### src/include/apu_macros.svh
// APU register map and timing constants
// Addresses of the kept channel 3 and global registers, the wave RAM window,
// the length tick divider and the output padding
`ifndef APU_MACROS_SVH
`define APU_MACROS_SVH

//////////////////////////////
// Channel 3 registers
`define APU_ADDR_NR30 16'hFF1A  // DAC enable
`define APU_ADDR_NR31 16'hFF1B  // Length load
`define APU_ADDR_NR32 16'hFF1C  // Output level code
`define APU_ADDR_NR33 16'hFF1D  // Period low byte
`define APU_ADDR_NR34 16'hFF1E  // Period high bits and control

//////////////////////////////
// Global registers
`define APU_ADDR_NR50 16'hFF24  // Master volume
`define APU_ADDR_NR51 16'hFF25  // Panning
`define APU_ADDR_NR52 16'hFF26  // Master power and on flags

// Wave RAM window, 16 bytes
`define APU_WAVE_BASE 16'hFF30
`define APU_WAVE_LAST 16'hFF3F

// Cycles per length step, scaled down from 256 Hz
`define APU_LEN_TICK_CYCLES 64

// Value seen on unmapped or blocked reads
`define APU_READ_DEFAULT 8'hFF

// Zero bits below the mixed sample in the 16 bit outputs
`define APU_OUT_PAD 6'b00_0000

`endif

### src/verilog/apu_reg_pkg.sv
// Register side types of the APU
// Channel 3 settings, mixer control and the two views of a CPU byte
package apu_reg_pkg;

    // Channel 3 settings taken from NR30..NR34
    typedef struct packed {
        logic        dac_on;       // NR30 bit 7
        logic [7:0]  length_load;  // NR31
        logic [1:0]  vol_code;     // NR32 bits 6:5
        logic [10:0] frequency;    // NR34 bits 2:0 and NR33
        logic        length_en;    // NR34 bit 6
    } ch3_cfg_t;

    // Mixer control from NR50, NR51 and the power bit
    typedef struct packed {
        logic       left_en;      // NR51 bit 6
        logic       right_en;     // NR51 bit 2
        logic [2:0] left_level;   // NR50 bits 6:4
        logic [2:0] right_level;  // NR50 bits 2:0
        logic       power;        // NR52 bit 7
    } mix_ctl_t;

    // NR34 layout
    typedef struct packed {
        logic       trigger;    // Restart the channel
        logic       length_en;  // Stop at length expiry
        logic [2:0] unused;
        logic [2:0] freq_hi;    // Period bits 10:8
    } nr34_ctrl_t;

    // NR52 layout, only power is writable
    typedef struct packed {
        logic       power;
        logic [6:0] unused;
    } nr52_master_t;

    // One byte, decoded as channel control or master control
    typedef union packed {
        nr34_ctrl_t   ctrl;
        nr52_master_t master;
    } wr_byte_u;

endpackage

### src/verilog/apu_audio_pkg.sv
// Sample side types of the APU
// Wave samples, playback position and the stereo output pair
package apu_audio_pkg;

    typedef logic [3:0] nibble_t;    // One 4 bit wave sample
    typedef logic [4:0] wave_pos_t;  // 32 samples per wave

    // Padded output pair
    typedef struct packed {
        logic [15:0] left;
        logic [15:0] right;
    } stereo_t;

endpackage

### src/verilog/apu_regs.sv
// APU register file
// Decodes CPU accesses, keeps the channel 3 and global registers, handles
// master power clear and produces the one cycle channel trigger
`include "apu_macros.svh"

module apu_regs (
    input  logic                  clk,
    input  logic                  reset,
    input  logic [15:0]           addr_i,
    input  logic [7:0]            data_i,
    input  logic                  wren_i,
    input  logic                  ch3_on_i,
    input  logic [7:0]            wave_rdata_i,
    output logic [7:0]            data_o,
    output apu_reg_pkg::ch3_cfg_t cfg_o,
    output apu_reg_pkg::mix_ctl_t mix_o,
    output logic                  trigger_o,
    output logic                  wave_we_o
);
    import apu_reg_pkg::*;

    // Kept registers
    logic [7:0] nr30_q, nr31_q, nr32_q, nr33_q;
    wr_byte_u   nr34_q;  // Decoded through the control view
    logic [7:0] nr50_q, nr51_q;
    logic       power_q;  // NR52 bit 7

    wr_byte_u wr_byte;    // CPU write byte, two decodings
    logic     in_wave;
    logic     clear_all;
    logic     trigger_q;

    assign wr_byte = data_i;
    assign in_wave = (addr_i >= `APU_WAVE_BASE) && (addr_i <= `APU_WAVE_LAST);

    // Power bit cleared by the CPU wipes the whole register file
    assign clear_all = wren_i && (addr_i == `APU_ADDR_NR52) && !wr_byte.master.power;

    //////////////////////////////
    // CPU writes

    always_ff @(posedge clk) begin
        if (reset || clear_all) begin
            nr30_q  <= 8'h00;
            nr31_q  <= 8'h00;
            nr32_q  <= 8'h00;
            nr33_q  <= 8'h00;
            nr34_q  <= '0;
            nr50_q  <= 8'h00;
            nr51_q  <= 8'h00;
            power_q <= 1'b0;
        end else if (wren_i) begin
            if (addr_i == `APU_ADDR_NR52) begin
                power_q <= 1'b1;  // Only a set power bit gets here
            end else if (power_q) begin  // Other writes dropped while off
                case (addr_i)
                    `APU_ADDR_NR30: nr30_q <= data_i;
                    `APU_ADDR_NR31: nr31_q <= data_i;
                    `APU_ADDR_NR32: nr32_q <= data_i;
                    `APU_ADDR_NR33: nr33_q <= data_i;
                    `APU_ADDR_NR34: nr34_q <= wr_byte;
                    `APU_ADDR_NR50: nr50_q <= data_i;
                    `APU_ADDR_NR51: nr51_q <= data_i;
                    default: ;  // Unused or dropped channel address
                endcase
            end
        end
    end

    // Trigger pulse, high for the cycle after the NR34 write
    always_ff @(posedge clk) begin
        if (reset) begin
            trigger_q <= 1'b0;
        end else begin
            trigger_q <= wren_i && power_q && (addr_i == `APU_ADDR_NR34)
                         && wr_byte.ctrl.trigger;
        end
    end

    assign trigger_o = trigger_q;
    assign wave_we_o = wren_i && in_wave;  // RAM itself blocks when channel owns it

    //////////////////////////////
    // CPU reads

    always_comb begin
        if (in_wave) begin
            data_o = wave_rdata_i;
        end else begin
            case (addr_i)
                `APU_ADDR_NR30: data_o = nr30_q;
                `APU_ADDR_NR31: data_o = nr31_q;
                `APU_ADDR_NR32: data_o = nr32_q;
                `APU_ADDR_NR33: data_o = nr33_q;
                `APU_ADDR_NR34: data_o = nr34_q;
                `APU_ADDR_NR50: data_o = nr50_q;
                `APU_ADDR_NR51: data_o = nr51_q;
                `APU_ADDR_NR52: data_o = {power_q, 3'b000, 1'b0, ch3_on_i, 2'b00};
                default:        data_o = `APU_READ_DEFAULT;
            endcase
        end
    end

    //////////////////////////////
    // Field extraction

    always_comb begin
        cfg_o.dac_on      = nr30_q[7];
        cfg_o.length_load = nr31_q;
        cfg_o.vol_code    = nr32_q[6:5];
        cfg_o.frequency   = {nr34_q.ctrl.freq_hi, nr33_q};
        cfg_o.length_en   = nr34_q.ctrl.length_en;

        mix_o.left_en     = nr51_q[6];  // Channel 3 to the left
        mix_o.right_en    = nr51_q[2];  // Channel 3 to the right
        mix_o.left_level  = nr50_q[6:4];
        mix_o.right_level = nr50_q[2:0];
        mix_o.power       = power_q;
    end

endmodule

### src/verilog/wave_ram.sv
// Wave RAM
// 16 bytes of sample memory shared by the CPU and channel 3;
// the channel has the RAM whenever its DAC is on
`include "apu_macros.svh"

module wave_ram (
    input  logic       clk,
    input  logic [3:0] cpu_addr_i,
    input  logic [7:0] cpu_wdata_i,
    input  logic       cpu_we_i,
    input  logic [3:0] chan_addr_i,
    input  logic       chan_owns_i,
    output logic [7:0] cpu_rdata_o,
    output logic [7:0] chan_rdata_o
);

    logic [7:0] mem [16];
    logic [3:0] rd_addr;
    logic [7:0] rd_byte;

    // Single read port, owner picks the address
    assign rd_addr = chan_owns_i ? chan_addr_i : cpu_addr_i;
    assign rd_byte = mem[rd_addr];

    assign cpu_rdata_o  = chan_owns_i ? `APU_READ_DEFAULT : rd_byte;  // Blocked while playing
    assign chan_rdata_o = rd_byte;

    // CPU writes only land while the channel is off the RAM
    always_ff @(posedge clk) begin
        if (cpu_we_i && !chan_owns_i) begin
            mem[cpu_addr_i] <= cpu_wdata_i;
        end
    end

endmodule

### src/verilog/frame_sequencer.sv
// Frame sequencer, length step only
// Free running divider giving a one cycle length tick per wrap
`include "apu_macros.svh"

module frame_sequencer (
    input  logic clk,
    input  logic reset,
    output logic len_tick_o
);

    localparam int unsigned CNT_W = $clog2(`APU_LEN_TICK_CYCLES);
    localparam logic [CNT_W-1:0] CNT_LAST = CNT_W'(`APU_LEN_TICK_CYCLES - 1);

    logic [CNT_W-1:0] cnt_q;
    logic             tick_q;

    always_ff @(posedge clk) begin
        if (reset) begin
            cnt_q  <= '0;
            tick_q <= 1'b0;
        end else begin
            tick_q <= (cnt_q == CNT_LAST);  // One cycle at wrap
            if (cnt_q == CNT_LAST) begin
                cnt_q <= '0;
            end else begin
                cnt_q <= cnt_q + 1'b1;
            end
        end
    end

    assign len_tick_o = tick_q;

endmodule

### src/verilog/wave_channel.sv
// Channel 3, custom wave
// Steps through 32 nibbles of wave RAM at the programmed period, applies the
// volume code and stops on length expiry, DAC off or power off
module wave_channel (
    input  logic                  clk,
    input  logic                  reset,
    input  logic                  power_i,
    input  apu_reg_pkg::ch3_cfg_t cfg_i,
    input  logic                  trigger_i,
    input  logic                  len_tick_i,
    input  logic [7:0]            wave_byte_i,
    output logic [3:0]            wave_addr_o,
    output apu_audio_pkg::nibble_t level_o,
    output logic                  ch3_on_o
);
    import apu_audio_pkg::*;

    logic        on_q;
    wave_pos_t   pos_q;         // Nibble position in the wave
    logic [11:0] period_cnt_q;  // Cycles left in this sample, up to 2048
    logic [8:0]  len_cnt_q;     // Length steps left, up to 256
    logic [11:0] period_load;
    nibble_t     sample;
    nibble_t     scaled;
    nibble_t     level_q;

    assign period_load = 12'd2048 - {1'b0, cfg_i.frequency};

    //////////////////////////////
    // Sample path

    assign wave_addr_o = pos_q[4:1];  // Two nibbles per byte
    assign sample = pos_q[0] ? wave_byte_i[3:0] : wave_byte_i[7:4];  // High nibble first

    always_comb begin
        case (cfg_i.vol_code)
            2'd0:    scaled = 4'd0;       // Mute
            2'd1:    scaled = sample;     // Full
            2'd2:    scaled = sample >> 1;  // Half
            default: scaled = sample >> 2;  // Quarter
        endcase
    end

    // Level lags the position by one cycle
    always_ff @(posedge clk) begin
        level_q <= scaled;
    end

    //////////////////////////////
    // Timer, position, length

    always_ff @(posedge clk) begin
        if (reset || !power_i || !cfg_i.dac_on) begin
            on_q         <= 1'b0;
            pos_q        <= '0;
            period_cnt_q <= '0;
            len_cnt_q    <= '0;
        end else if (trigger_i) begin
            on_q         <= 1'b1;
            pos_q        <= '0;
            period_cnt_q <= period_load;
            len_cnt_q    <= 9'd256 - {1'b0, cfg_i.length_load};
        end else if (on_q) begin
            // Period timer
            if (period_cnt_q <= 12'd1) begin
                period_cnt_q <= period_load;
                pos_q        <= pos_q + 1'b1;  // Wraps at 32
            end else begin
                period_cnt_q <= period_cnt_q - 1'b1;
            end

            // Length counter, stops the channel at zero
            if (len_tick_i && cfg_i.length_en) begin
                len_cnt_q <= len_cnt_q - 1'b1;
                if (len_cnt_q <= 9'd1) begin
                    on_q      <= 1'b0;
                    len_cnt_q <= '0;
                end
            end
        end
    end

    assign level_o  = level_q;
    assign ch3_on_o = on_q;

endmodule

### src/verilog/stereo_mixer.sv
// Stereo mixer for channel 3
// Pans per NR51, scales by the NR50 levels, pads to 16 bits and
// mutes everything when power or the channel is off
`include "apu_macros.svh"

module stereo_mixer (
    input  apu_audio_pkg::nibble_t level_i,
    input  logic                   ch3_on_i,
    input  apu_reg_pkg::mix_ctl_t  mix_i,
    output apu_audio_pkg::stereo_t out_o
);
    import apu_audio_pkg::*;

    logic gate;

    // One side, pan then master volume then padding
    function automatic logic [15:0] mix_side(input nibble_t level, input logic en,
                                             input logic [2:0] vol);
        logic [6:0] prod;
        prod = (en ? {3'b000, level} : 7'd0) * {4'b0000, vol};  // Max 15 x 7
        return {3'b000, prod, `APU_OUT_PAD};
    endfunction

    assign gate = mix_i.power && ch3_on_i;

    always_comb begin
        out_o.left  = gate ? mix_side(level_i, mix_i.left_en, mix_i.left_level) : 16'h0000;
        out_o.right = gate ? mix_side(level_i, mix_i.right_en, mix_i.right_level) : 16'h0000;
    end

endmodule

### src/verilog/apu_top.sv
// Reduced Game Boy APU
// Register file, wave RAM, length sequencer, custom wave channel and
// stereo mixer on one CPU bus
module apu_top (
    input  logic        clk,
    input  logic        reset,
    input  logic [15:0] addr_i,
    input  logic [7:0]  data_i,
    input  logic        wren_i,
    output logic [7:0]  data_o,
    output logic [15:0] left_o,
    output logic [15:0] right_o
);
    import apu_reg_pkg::*;
    import apu_audio_pkg::*;

    ch3_cfg_t   cfg;             // Channel 3 settings
    mix_ctl_t   mix;             // Panning, levels, power
    logic       trigger;         // NR34 restart pulse
    logic       len_tick;
    logic       wave_we;
    logic [7:0] wave_cpu_rdata;
    logic [7:0] wave_chan_rdata;
    logic [3:0] wave_addr;       // Channel side byte address
    nibble_t    level;
    logic       ch3_on;
    stereo_t    out;

    ////////////////////////////////
    // Control

    apu_regs regs_i (
        .clk          (clk),
        .reset        (reset),
        .addr_i       (addr_i),
        .data_i       (data_i),
        .wren_i       (wren_i),
        .ch3_on_i     (ch3_on),
        .wave_rdata_i (wave_cpu_rdata),
        .data_o       (data_o),
        .cfg_o        (cfg),
        .mix_o        (mix),
        .trigger_o    (trigger),
        .wave_we_o    (wave_we)
    );

    wave_ram wave_ram_i (
        .clk          (clk),
        .cpu_addr_i   (addr_i[3:0]),
        .cpu_wdata_i  (data_i),
        .cpu_we_i     (wave_we),
        .chan_addr_i  (wave_addr),
        .chan_owns_i  (cfg.dac_on),  // DAC on hands the RAM to the channel
        .cpu_rdata_o  (wave_cpu_rdata),
        .chan_rdata_o (wave_chan_rdata)
    );

    frame_sequencer seq_i (
        .clk        (clk),
        .reset      (reset),
        .len_tick_o (len_tick)
    );

    ////////////////////////////////
    // Audio path

    wave_channel ch3_i (
        .clk         (clk),
        .reset       (reset),
        .power_i     (mix.power),
        .cfg_i       (cfg),
        .trigger_i   (trigger),
        .len_tick_i  (len_tick),
        .wave_byte_i (wave_chan_rdata),
        .wave_addr_o (wave_addr),
        .level_o     (level),
        .ch3_on_o    (ch3_on)
    );

    stereo_mixer mixer_i (
        .level_i  (level),
        .ch3_on_i (ch3_on),
        .mix_i    (mix),
        .out_o    (out)
    );

    assign left_o  = out.left;
    assign right_o = out.right;

endmodule

### config.mk
export PLATFORM = sky130hd
export DESIGN_NAME = apu_top
export DESIGN_NICKNAME = d
export VERILOG_FILES = /design/src/verilog/apu_reg_pkg.sv /design/src/verilog/apu_audio_pkg.sv /design/src/verilog/apu_regs.sv /design/src/verilog/wave_ram.sv /design/src/verilog/frame_sequencer.sv /design/src/verilog/wave_channel.sv /design/src/verilog/stereo_mixer.sv /design/src/verilog/apu_top.sv
export VERILOG_INCLUDE_DIRS = /design/src /design/src/include
export SDC_FILE = /design/constraint.sdc
export NUM_CORES = 1
export LEC_CHECK = 0
export BUFFER_PORTS_ARGS = -buffer_cell sky130_fd_sc_hd__buf_2
export CAP_MARGIN = 20
export CORE_ASPECT_RATIO = 0.5
export CORE_MARGIN = 4
export CORE_UTILIZATION = 50
export DETAILED_ROUTE_END_ITERATION = 10
export GPL_ROUTABILITY_DRIVEN = 0
export GPL_TIMING_DRIVEN = 0
export PLACE_DENSITY = 0.68
export SYNTH_ARGS = -nofsm -noshare
export SYNTH_HDL_FRONTEND = slang
export SYNTH_HIERARCHICAL = 1
export SYNTH_SLANG_ARGS = --single-unit
### constraint.sdc
create_clock -name clk -period 3.2 [get_ports clk]
set_input_delay 0.32 -clock clk [delete_from_list [all_inputs] [get_ports clk]]
set_output_delay 0.32 -clock clk [all_outputs]
set_load 0.01 [all_outputs]
==> results of run 1 <==
## final cells by class
type                    count  area share (%)
well taps                 300           2.908
diodes                      1         0.01939
repair buffers             69           3.005
flip-flops and latches    224           44.82
clock inverters            10           1.076
inverters                  31          0.9015
plain buffers              74           4.226
clock buffers              28           4.585
multi-input cells         669           38.45
## placed cells by master, fill, tap and decap left out, types with 5 or more instances in the layout
cell type and instances:
buf_6 12, o211ai_1 6, buf_2 61, xnor2_1 9
and3_1 13, inv_1 31, or2_1 8, mux2i_1 92
o22ai_1 14, a31oi_1 9, buf_4 52, nor4_1 11
edfxtp_1 128, a211oi_1 5, clkbuf_1 15, a211o_1 7
nor2b_1 5, dfxtp_1 84, and3_2 5, conb_1 18
o21ai_0 38, nand2b_1 10, xor2_1 7, mux4_2 26
dfxtp_2 10, ha_1 19, o32a_1 7, clkbuf_16 21
nand4_1 15, a21oi_1 27, nand3_1 29, or3_1 8
nand2_1 60, nor2_1 104, a22o_1 5, nor3_1 20
or4_1 6
## worst max-delay path, delay by kind of cell (launching register included)
family                 cells  cell delay, ps
buffers and inverters      3             440
and+or+nand+nor            1             240
muxes                      2             770
DFF                        1             360
AOI/OAI and AO/OA          3             710
## final timing paths
kind / to / slack [ps] / depth (start not counted)
min reg2reg: seq_i/cnt_q[0] / 460 / 1
max: data_o[1] / -150 / 9
max reg2reg: ch3_i/level_o[0] / 200 / 11
min: seq_i/cnt_q[2] / 130 / 2
## layer usage
metal | vias up | global-route usage [%] | part of all wire, %
met1 | 4027 | 32.47 | 44
met3 | 47 | 3.167 | 6.6
met4 | 0 | 6.480 | 2.5
met2 | 333 | 37.07 | 47
met5 | - | 0 | 0
li1 | 3852 | - | -
## cell families after synthesis
family,count (synthesis),synth area share (%)
AO/OA/AOI/OAI,153,9.218
multiplexers,123,14.06
other,1,0.03337
adder cells (fa/ha/maj),26,3.296
XOR/XNOR,16,1.247
buffers and inverters,109,5.556
AND/OR/NAND/NOR,333,15.29
flip-flops,224,51.30
## registers in the layout, summed over array words and instances, names as in the netlist, 4 cells and up
| signal | count |
|---|---|
| ch3_i/period_cnt_q | 12 |
| regs_i/nr31_q | 8 |
| regs_i/nr32_q | 8 |
| regs_i/nr34_q | 8 |
| ch3_i/len_cnt_q | 9 |
| regs_i/nr30_q | 8 |
| regs_i/nr33_q | 8 |
| regs_i/nr50_q | 8 |
| wave_ram_i/mem | 128 |
| regs_i/nr51_q | 8 |
| seq_i/cnt_q | 6 |
| ch3_i/pos_q | 5 |
| ch3_i/level_o | 4 |
## power by group through the flow
| stage | combinational, mW | sequential [mW] | clock [mW] |
|---|---|---|---|
| after floorplan | 0.175 | 3.11 | 0 |
| after global placement | 0.287 | 3.11 | 0 |
| after detailed placement | 0.293 | 3.11 | 0 |
| after CTS | 0.314 | 3.04 | 2.68 |
| after global routing | 0.342 | 3.04 | 2.81 |
| final | 0.322 | 3.04 | 2.65 |
## what timing repair did
| item | in CTS | in global routing |
|---|---|---|
| setup buffers | 9 | 6 |
| hold buffers | 0 | 0 |
| pin swaps | 6 | 7 |
| gates cloned | 0 | 1 |
| gates resized for setup | 32 | 20 |
| setup endpoints to repair | 15 | 12 |
## stage by stage
stage | hold slack, ps | instance area (um2) | power, mW | utilization, %
after floorplan | 392.3 | 11300 | 3.282 | -
after global placement | 441.5 | 11920 | 3.394 | 54.49
after detailed placement | 444.1 | 11950 | 3.400 | 54.63
after CTS | 129.0 | 12830 | 6.034 | 58.66
after global routing | 130.8 | 12910 | 6.193 | 59.02
final | 129.9 | 12910 | 6.010 | 59.02
==> flow_summary.ini, run 1 <==
[run_status]
outcome = complete, but fails checks
violations = negative setup slack

[cts]
cts_root_buf = clkbuf_16
numCtsBuffers = 21
clock_path_buffers = 3
worstSkewPairLatency_ps = 510
clk_pin_slew_ps = 60
cts_tree = yes
cts_num_sinks = 224
h-tree-depth = 1

[min_path]
hold_class = in -> reg
hp-start = reset

[route]
first_pass_iters = 5
drc_errors = 0
routed_via_density = 5.874
postRouteAntennaNets = 0
vias = 8259
post_drt_wl_per_cell_um = 20.52
drt_wl_total_um = 28850
initialDrtViolationCount = 731

[synth]
seq_area_frac_synth_pct = 51.30
yosysTopAreaCellShare_pct = 34.20
async_reset_ff_share_pct = 0
synth_top_area_cell = edfxtp_1
synthesis.area_um2 = 11240
synth_cells = 985
synthFlopType = edfxtp_1
syn_avg_cell_area_um2 = 11.41
synth_common_cells = edfxtp_1 (128), nor2_1 (105), dfxtp_1 (96)
ys_types = 83
yosysWarnings = 6
netlist_top_cells_area = edfxtp_1 (34%), dfxtp_1 (17%), mux2i_1 (8.3%)
synth_edf_count = 128
synth.most_common_cell = edfxtp_1
ys_seq_elements = 224

[sta]
period_share_pct = 104.7
rsz0062_at_grt = yes
slew_viol_final = 0
setup_viol = 8
hold_viol = 0
finalWorstSetupSlack_ps = -150.7
max_slew_margin_pct = 30.24
final.setup_skew_ps = 10.48
tns_ps = -903.1
worst_slew_pin_slew_ps = 1043
max_freq_mhz = 298.4
finalCriticalPeriod_ps = 3351

[worst_setup_path]
end_kind = output port
cpMaxStageDelayCell = mux4_2
r2r-start = regs_i/nr30_q[7]
cp_cell_sequence = buf_6 > mux2_4 > buf_12 > mux4_2 > a22o_1 > a211o_1 > or2_1 > o32a_1 > buf_2
crit_arrival_ps = 3030
start_kind = flip-flop
crit_required_ps = 2880
slowest_delay_ps = 430
crit_type = reg -> out
cp_max_fo = 10
cp-startpoint = regs_i/nr30_q[7]

[die]
die_height_um = 114.0
die-area_um2 = 25080
io_pins = 67
initial_core_util_pct = 51.38
die_width_um = 220.0
coreArea_um2 = 21870
rows = 38

[pwr]
netSwitchingPower_mw = 1.289
swShare_pct = 21.44
ir_drop_mv = 0.2709
power_density_nw_per_um2 = 465.7
clockPowerShare_pct = 44.1
p_int_mw = 4.722
power_leakage_nw = 4.776
combPwrFrac_pct = 5.3
seqPwrFrac_pct = 50.6

[cells_and_area]
stdcell_count = 1406
regArea_um2 = 5786
syn_to_final_growth_pct = 14.85
multi_input_area_um2 = 4964
nets = 1143
drive_gt1_share_pct = 21.90
fillerInstances = 1833

[global_routing]
grt_max_degree = 24
grt.overflow.total = 0
grt_pass1_vias = 7944
grt_pass1_wl_um = 44880
track_usage_pct = 22.84
antenna_found_initial = 1

[placement]
placedCellCount = 1355
io_buffers = 48
dp_hpwl_um = 19710
post-place-ws_ps = -260.7

[run]
maxCapViolCount = 0
Power figures use the tool's default switching activity.
==> run 2: changes to the inputs <==
--- a/config.mk
+++ b/config.mk
@@ -15,6 +15,7 @@
 export GPL_ROUTABILITY_DRIVEN = 0
 export GPL_TIMING_DRIVEN = 0
 export PLACE_DENSITY = 0.68
+export SETUP_SLACK_MARGIN = 0.3
 export SYNTH_ARGS = -nofsm -noshare
 export SYNTH_HDL_FRONTEND = slang
 export SYNTH_HIERARCHICAL = 1
==> flow_summary.ini, run 2 (synthesized netlist as in run 1, its figures left out) <==
[cts]
hold_buffers = 0
clk_pin_slew_ps = 60
numCtsBuffers = 21
cts_root_buf = clkbuf_16
clock_path_buffers = 3
cts_tree = yes
h-tree-depth = 1
worstSkewPairLatency_ps = 510
cts_num_sinks = 224

[pwr]
power_leakage_nw = 4.866
power_density_nw_per_um2 = 453.7
p_total_mw = 6.015
ir_drop_mv = 0.2736

[die]
coreArea_um2 = 21870
die-area_um2 = 25080
initial_core_util_pct = 51.38
io_pins = 67
die_width_um = 220.0
die_height_um = 114.0
rows = 38

[cells_and_area]
fin_util_pct = 60.62
layout_commonest_cell = edfxtp_1
drive_gt1_share_pct = 25.56
reg.largest.list = wave_ram_i/mem (128), ch3_i/period_cnt_q (12), ch3_i/len_cnt_q (9)
syn_to_final_growth_pct = 17.97
layout_common_cells = edfxtp_1 (128), nor2_1 (95), mux2i_1 (92)
largest_reg_flops = 128
nets = 1157
stdcell_count = 1420
regMostFlops = wave_ram_i/mem

[route]
drt_wl_total_um = 29230
vias = 8395
routed_via_density = 5.912
first_pass_iters = 5
drc_errors = 0
postRouteAntennaNets = 0
post_drt_wl_per_cell_um = 20.58
initialDrtViolationCount = 762

[sta]
finalWorstSetupSlack_ps = -154.7
max_freq_mhz = 298.1
hold_slack_ps = 123.8
slew_viol_final = 0
final.setup_skew_ps = 10.83
tns_ps = -857.1
max_slew_margin_pct = 32.84
period_share_pct = 104.8
finalCriticalPeriod_ps = 3355
rsz0062_at_grt = yes
hold_viol = 0
setup_viol = 8
worst_slew_pin_slew_ps = 1004

[worst_setup_path]
crit_buf_inv = 3
crit_arrival_ps = 3030
crit_family = multiplexers
cpMaxStageDelayCell = mux4_2
slowest_delay_ps = 460
crit_required_ps = 2880
crit_type = reg -> out
cp_max_fo = 5
cp_cell_sequence = buf_6 > mux2_4 > buf_12 > mux4_2 > a22o_1 > a211o_1 > or2_1 > o32a_1 > buf_2
start_kind = flip-flop
end_kind = output port

[global_routing]
track_usage_pct = 23.08
grt_pass1_wl_um = 45400
grt_pass1_vias = 8052
grt_max_degree = 24
grt.overflow.total = 0
antenna_found_initial = 1

[placement]
dp_hpwl_um = 19710
io_buffers = 48
placedCellCount = 1355

[run_status]
violations = negative setup slack
outcome = complete, but fails checks

[run]
maxCapViolCount = 0

[min_path]
hold_class = in -> reg
==> run 2: changes by cell type in the layout (fill, tap and decap cells not counted), moves of 9 or more <==
cell | previous run | this run
nor2_1 | 104 | 95
nand3_1 | 29 | 20
nor2_2 | 1 | 10
buf_6 | 12 | 21
==> run 2: layout make-up <==
cell class | count | area (um2)
Fill cell | 1777 | 8613
Multi-Input combinational cell | 669 | 5149
Clock inverter | 10 | 138.9
Antenna cell | 1 | 2.502
Inverter | 31 | 116.4
Clock buffer | 28 | 591.8
Tap cell | 300 | 375.4
Buffer | 78 | 606.8
Timing Repair Buffer | 79 | 498.0
Sequential cell | 224 | 5779
==> run 2: metrics by stage <==
step                instance area (um2)  setup slack, ps
finish                            13260           -154.7
global route                      13260           -193.7
detailed placement                11950           -260.7
CTS                               13040           -144.3
global placement                  11920           -415.2
floorplan                         11300            553.9
==> run 2: routing by layer <==
layer / track usage, % / vias up / share of wire [%]
met1: 32.80 / 4079 / 43
met5: 0 / - / 0
met4: 6.522 / 0 / 2.9
met3: 2.981 / 54 / 7.1
met2: 37.67 / 379 / 47
li1: - / 3883 / -
==> run 2: final timing paths <==
check / slack (ps) / endpoint / start / cells past startpoint
max: -150 / data_o[5] / regs_i/nr30_q[7] / 9
min reg2reg: 460 / seq_i/cnt_q[0] / seq_i/cnt_q[0] / 1
max reg2reg: 200 / ch3_i/level_o[0] / regs_i/nr30_q[7] / 12
min: 120 / seq_i/cnt_q[2] / reset / 2
==> run 2: timing repair <==
item,4_1_cts,5_1_grt
pin swaps,21,19
resized for setup,71,37
setup endpoints to repair,20,90
setup buffers,16,10
cloned,0,0
==> run 2: power by group <==
part | internal [mW] | total [mW] | switching (mW) | leakage [nW]
clock | 1.55 | 2.64 | 1.09 | 0.358
combinational | 0.136 | 0.330 | 0.194 | 2.58
sequential | 3.04 | 3.04 | 0.00268 | 1.93
==> run 3: changes to the inputs <==
==> constraint.sdc (replaced) <==
create_clock -name clk -period 3.2 [get_ports clk]
set_input_delay 0.32 -clock clk [delete_from_list [all_inputs] [get_ports clk]]
set_output_delay 0.32 -clock clk [all_outputs]
set_load 0.02 [all_outputs]
==> flow_summary.ini, run 3 (synthesized netlist as in run 1, its figures left out) <==
[cells_and_area]
layout_common_cells = edfxtp_1 (128), nor2_1 (94), mux2i_1 (92)
layout_commonest_cell = edfxtp_1
syn_to_final_growth_pct = 18.28
regMostFlops = wave_ram_i/mem
reg.largest.list = wave_ram_i/mem (128), ch3_i/period_cnt_q (12), ch3_i/len_cnt_q (9)
largest_reg_flops = 128
nets = 1157
drive_gt1_share_pct = 25.65
design_area_um2 = 13290

[run_status]
outcome = complete, but fails checks
violations = negative setup slack

[route]
first_pass_iters = 7
drt_wl_total_um = 29300
postRouteAntennaNets = 0
drc_errors = 0
routed_via_density = 5.887
post_drt_wl_per_cell_um = 20.63
vias = 8359
initialDrtViolationCount = 742

[pwr]
power_leakage_nw = 4.868
p_total_mw = 6.025
power_density_nw_per_um2 = 453.3
ir_drop_mv = 0.2740

[placement]
dpl-instance-area_um2 = 11950
io_buffers = 48
dp_hpwl_um = 19710

[cts]
cts_tree = yes
h-tree-depth = 1
numCtsBuffers = 21
cts_root_buf = clkbuf_16
clock_path_buffers = 3
hold_buffers = 0
worstSkewPairLatency_ps = 510
cts_num_sinks = 224
clk_pin_slew_ps = 60

[die]
coreArea_um2 = 21870
die_height_um = 114.0
die-area_um2 = 25080
initial_core_util_pct = 51.38
rows = 38
die_width_um = 220.0
io_pins = 67

[sta]
finalWorstSetupSlack_ps = -140.6
max_slew_margin_pct = 31.01
slew_viol_final = 0
worst_slew_pin_slew_ps = 1031
final.setup_skew_ps = 6.576
setup_viol = 8
rsz0062_at_grt = yes
hold_viol = 0
finalCriticalPeriod_ps = 3341
period_share_pct = 104.4
max_freq_mhz = 299.3

[min_path]
hold_class = in -> reg

[worst_setup_path]
cpMostUsedCell = buf_6
end_kind = output port
crit_type = reg -> out
cp_cell_sequence = buf_6 > mux2_4 > buf_12 > mux4_2 > a22o_1 > a211o_1 > or2_1 > o32a_1 > buf_6
crit_arrival_ps = 3020
cp_max_fo = 5
cpMaxStageDelayCell = mux4_2
rrSetupSlack_ps = 210
crit_buf_inv = 3
crit_required_ps = 2880
start_kind = flip-flop
crit_family = compound AO/OA/AOI/OAI gates
slowest_delay_ps = 450

[global_routing]
grt_pass1_vias = 8053
antenna_found_initial = 1
track_usage_pct = 23.11
grt_pass1_wl_um = 45420
grt.overflow.total = 0
grt_max_degree = 24

[run]
maxCapViolCount = 0
-- run 3: cell counts in the layout (fill, tap and decap cells not counted) --
No cell type changed its count.
-- run 3: report_power, final --
group	switching [mW]	total [mW]	internal [mW]
Combinational	0.203	0.340	0.137
Sequential	0.00268	3.04	3.04
Clock	1.09	2.64	1.55
Total	1.30	6.03	4.73
-- run 3: metrics by stage --
step | hold slack (ps) | setup slack, ps | utilization [%] | setup TNS (ps) | instances
floorplan | 392.3 | 469.1 | - | 0 | 1002
global placement | 441.5 | -415.2 | 54.49 | -13490 | 1350
detailed placement | 444.1 | -280.4 | 54.63 | -2867 | 1355
CTS | 129.0 | -153.9 | 59.86 | -779.1 | 1409
global route | 130.8 | -205.9 | 60.78 | -1587 | 1420
finish | 125.3 | -140.6 | 60.78 | -824.6 | 1420
-- run 3: final timing paths --
kind               startpoint               end  cells after the start
max reg2reg  regs_i/nr30_q[7]  ch3_i/level_o[0]                     12
max          regs_i/nr30_q[7]         data_o[5]                      9
min                     reset    seq_i/cnt_q[2]                      2
min reg2reg    seq_i/cnt_q[0]    seq_i/cnt_q[0]                      1
-- run 3: layer usage --
layer  track usage (%)  wire length (um)
met4             6.522               923
met1             32.78             12720
met3             2.928              1975
met2             37.81             13680
met5                 0                 0
-- run 3: what timing repair did --
action | CTS | global route
endpoints found under the setup margin | 20 | 90
pin swaps | 21 | 19
cloned | 0 | 0
resized for setup | 89 | 34
hold endpoints to repair | 0 | 0
buffers inserted | 16 | 10
-- run 3: area by class of cell --
| class | count | area [um2] |
|---|---|---|
| Fill cell | 1770 | 8578 |
| Sequential cell | 224 | 5779 |
| Multi-Input combinational cell | 669 | 5141 |
| Buffer | 78 | 606.8 |
| Clock buffer | 28 | 591.8 |
| Timing Repair Buffer | 79 | 540.5 |
| Tap cell | 300 | 375.4 |
| Clock inverter | 10 | 138.9 |
| Inverter | 31 | 116.4 |
| Antenna cell | 1 | 2.502 |
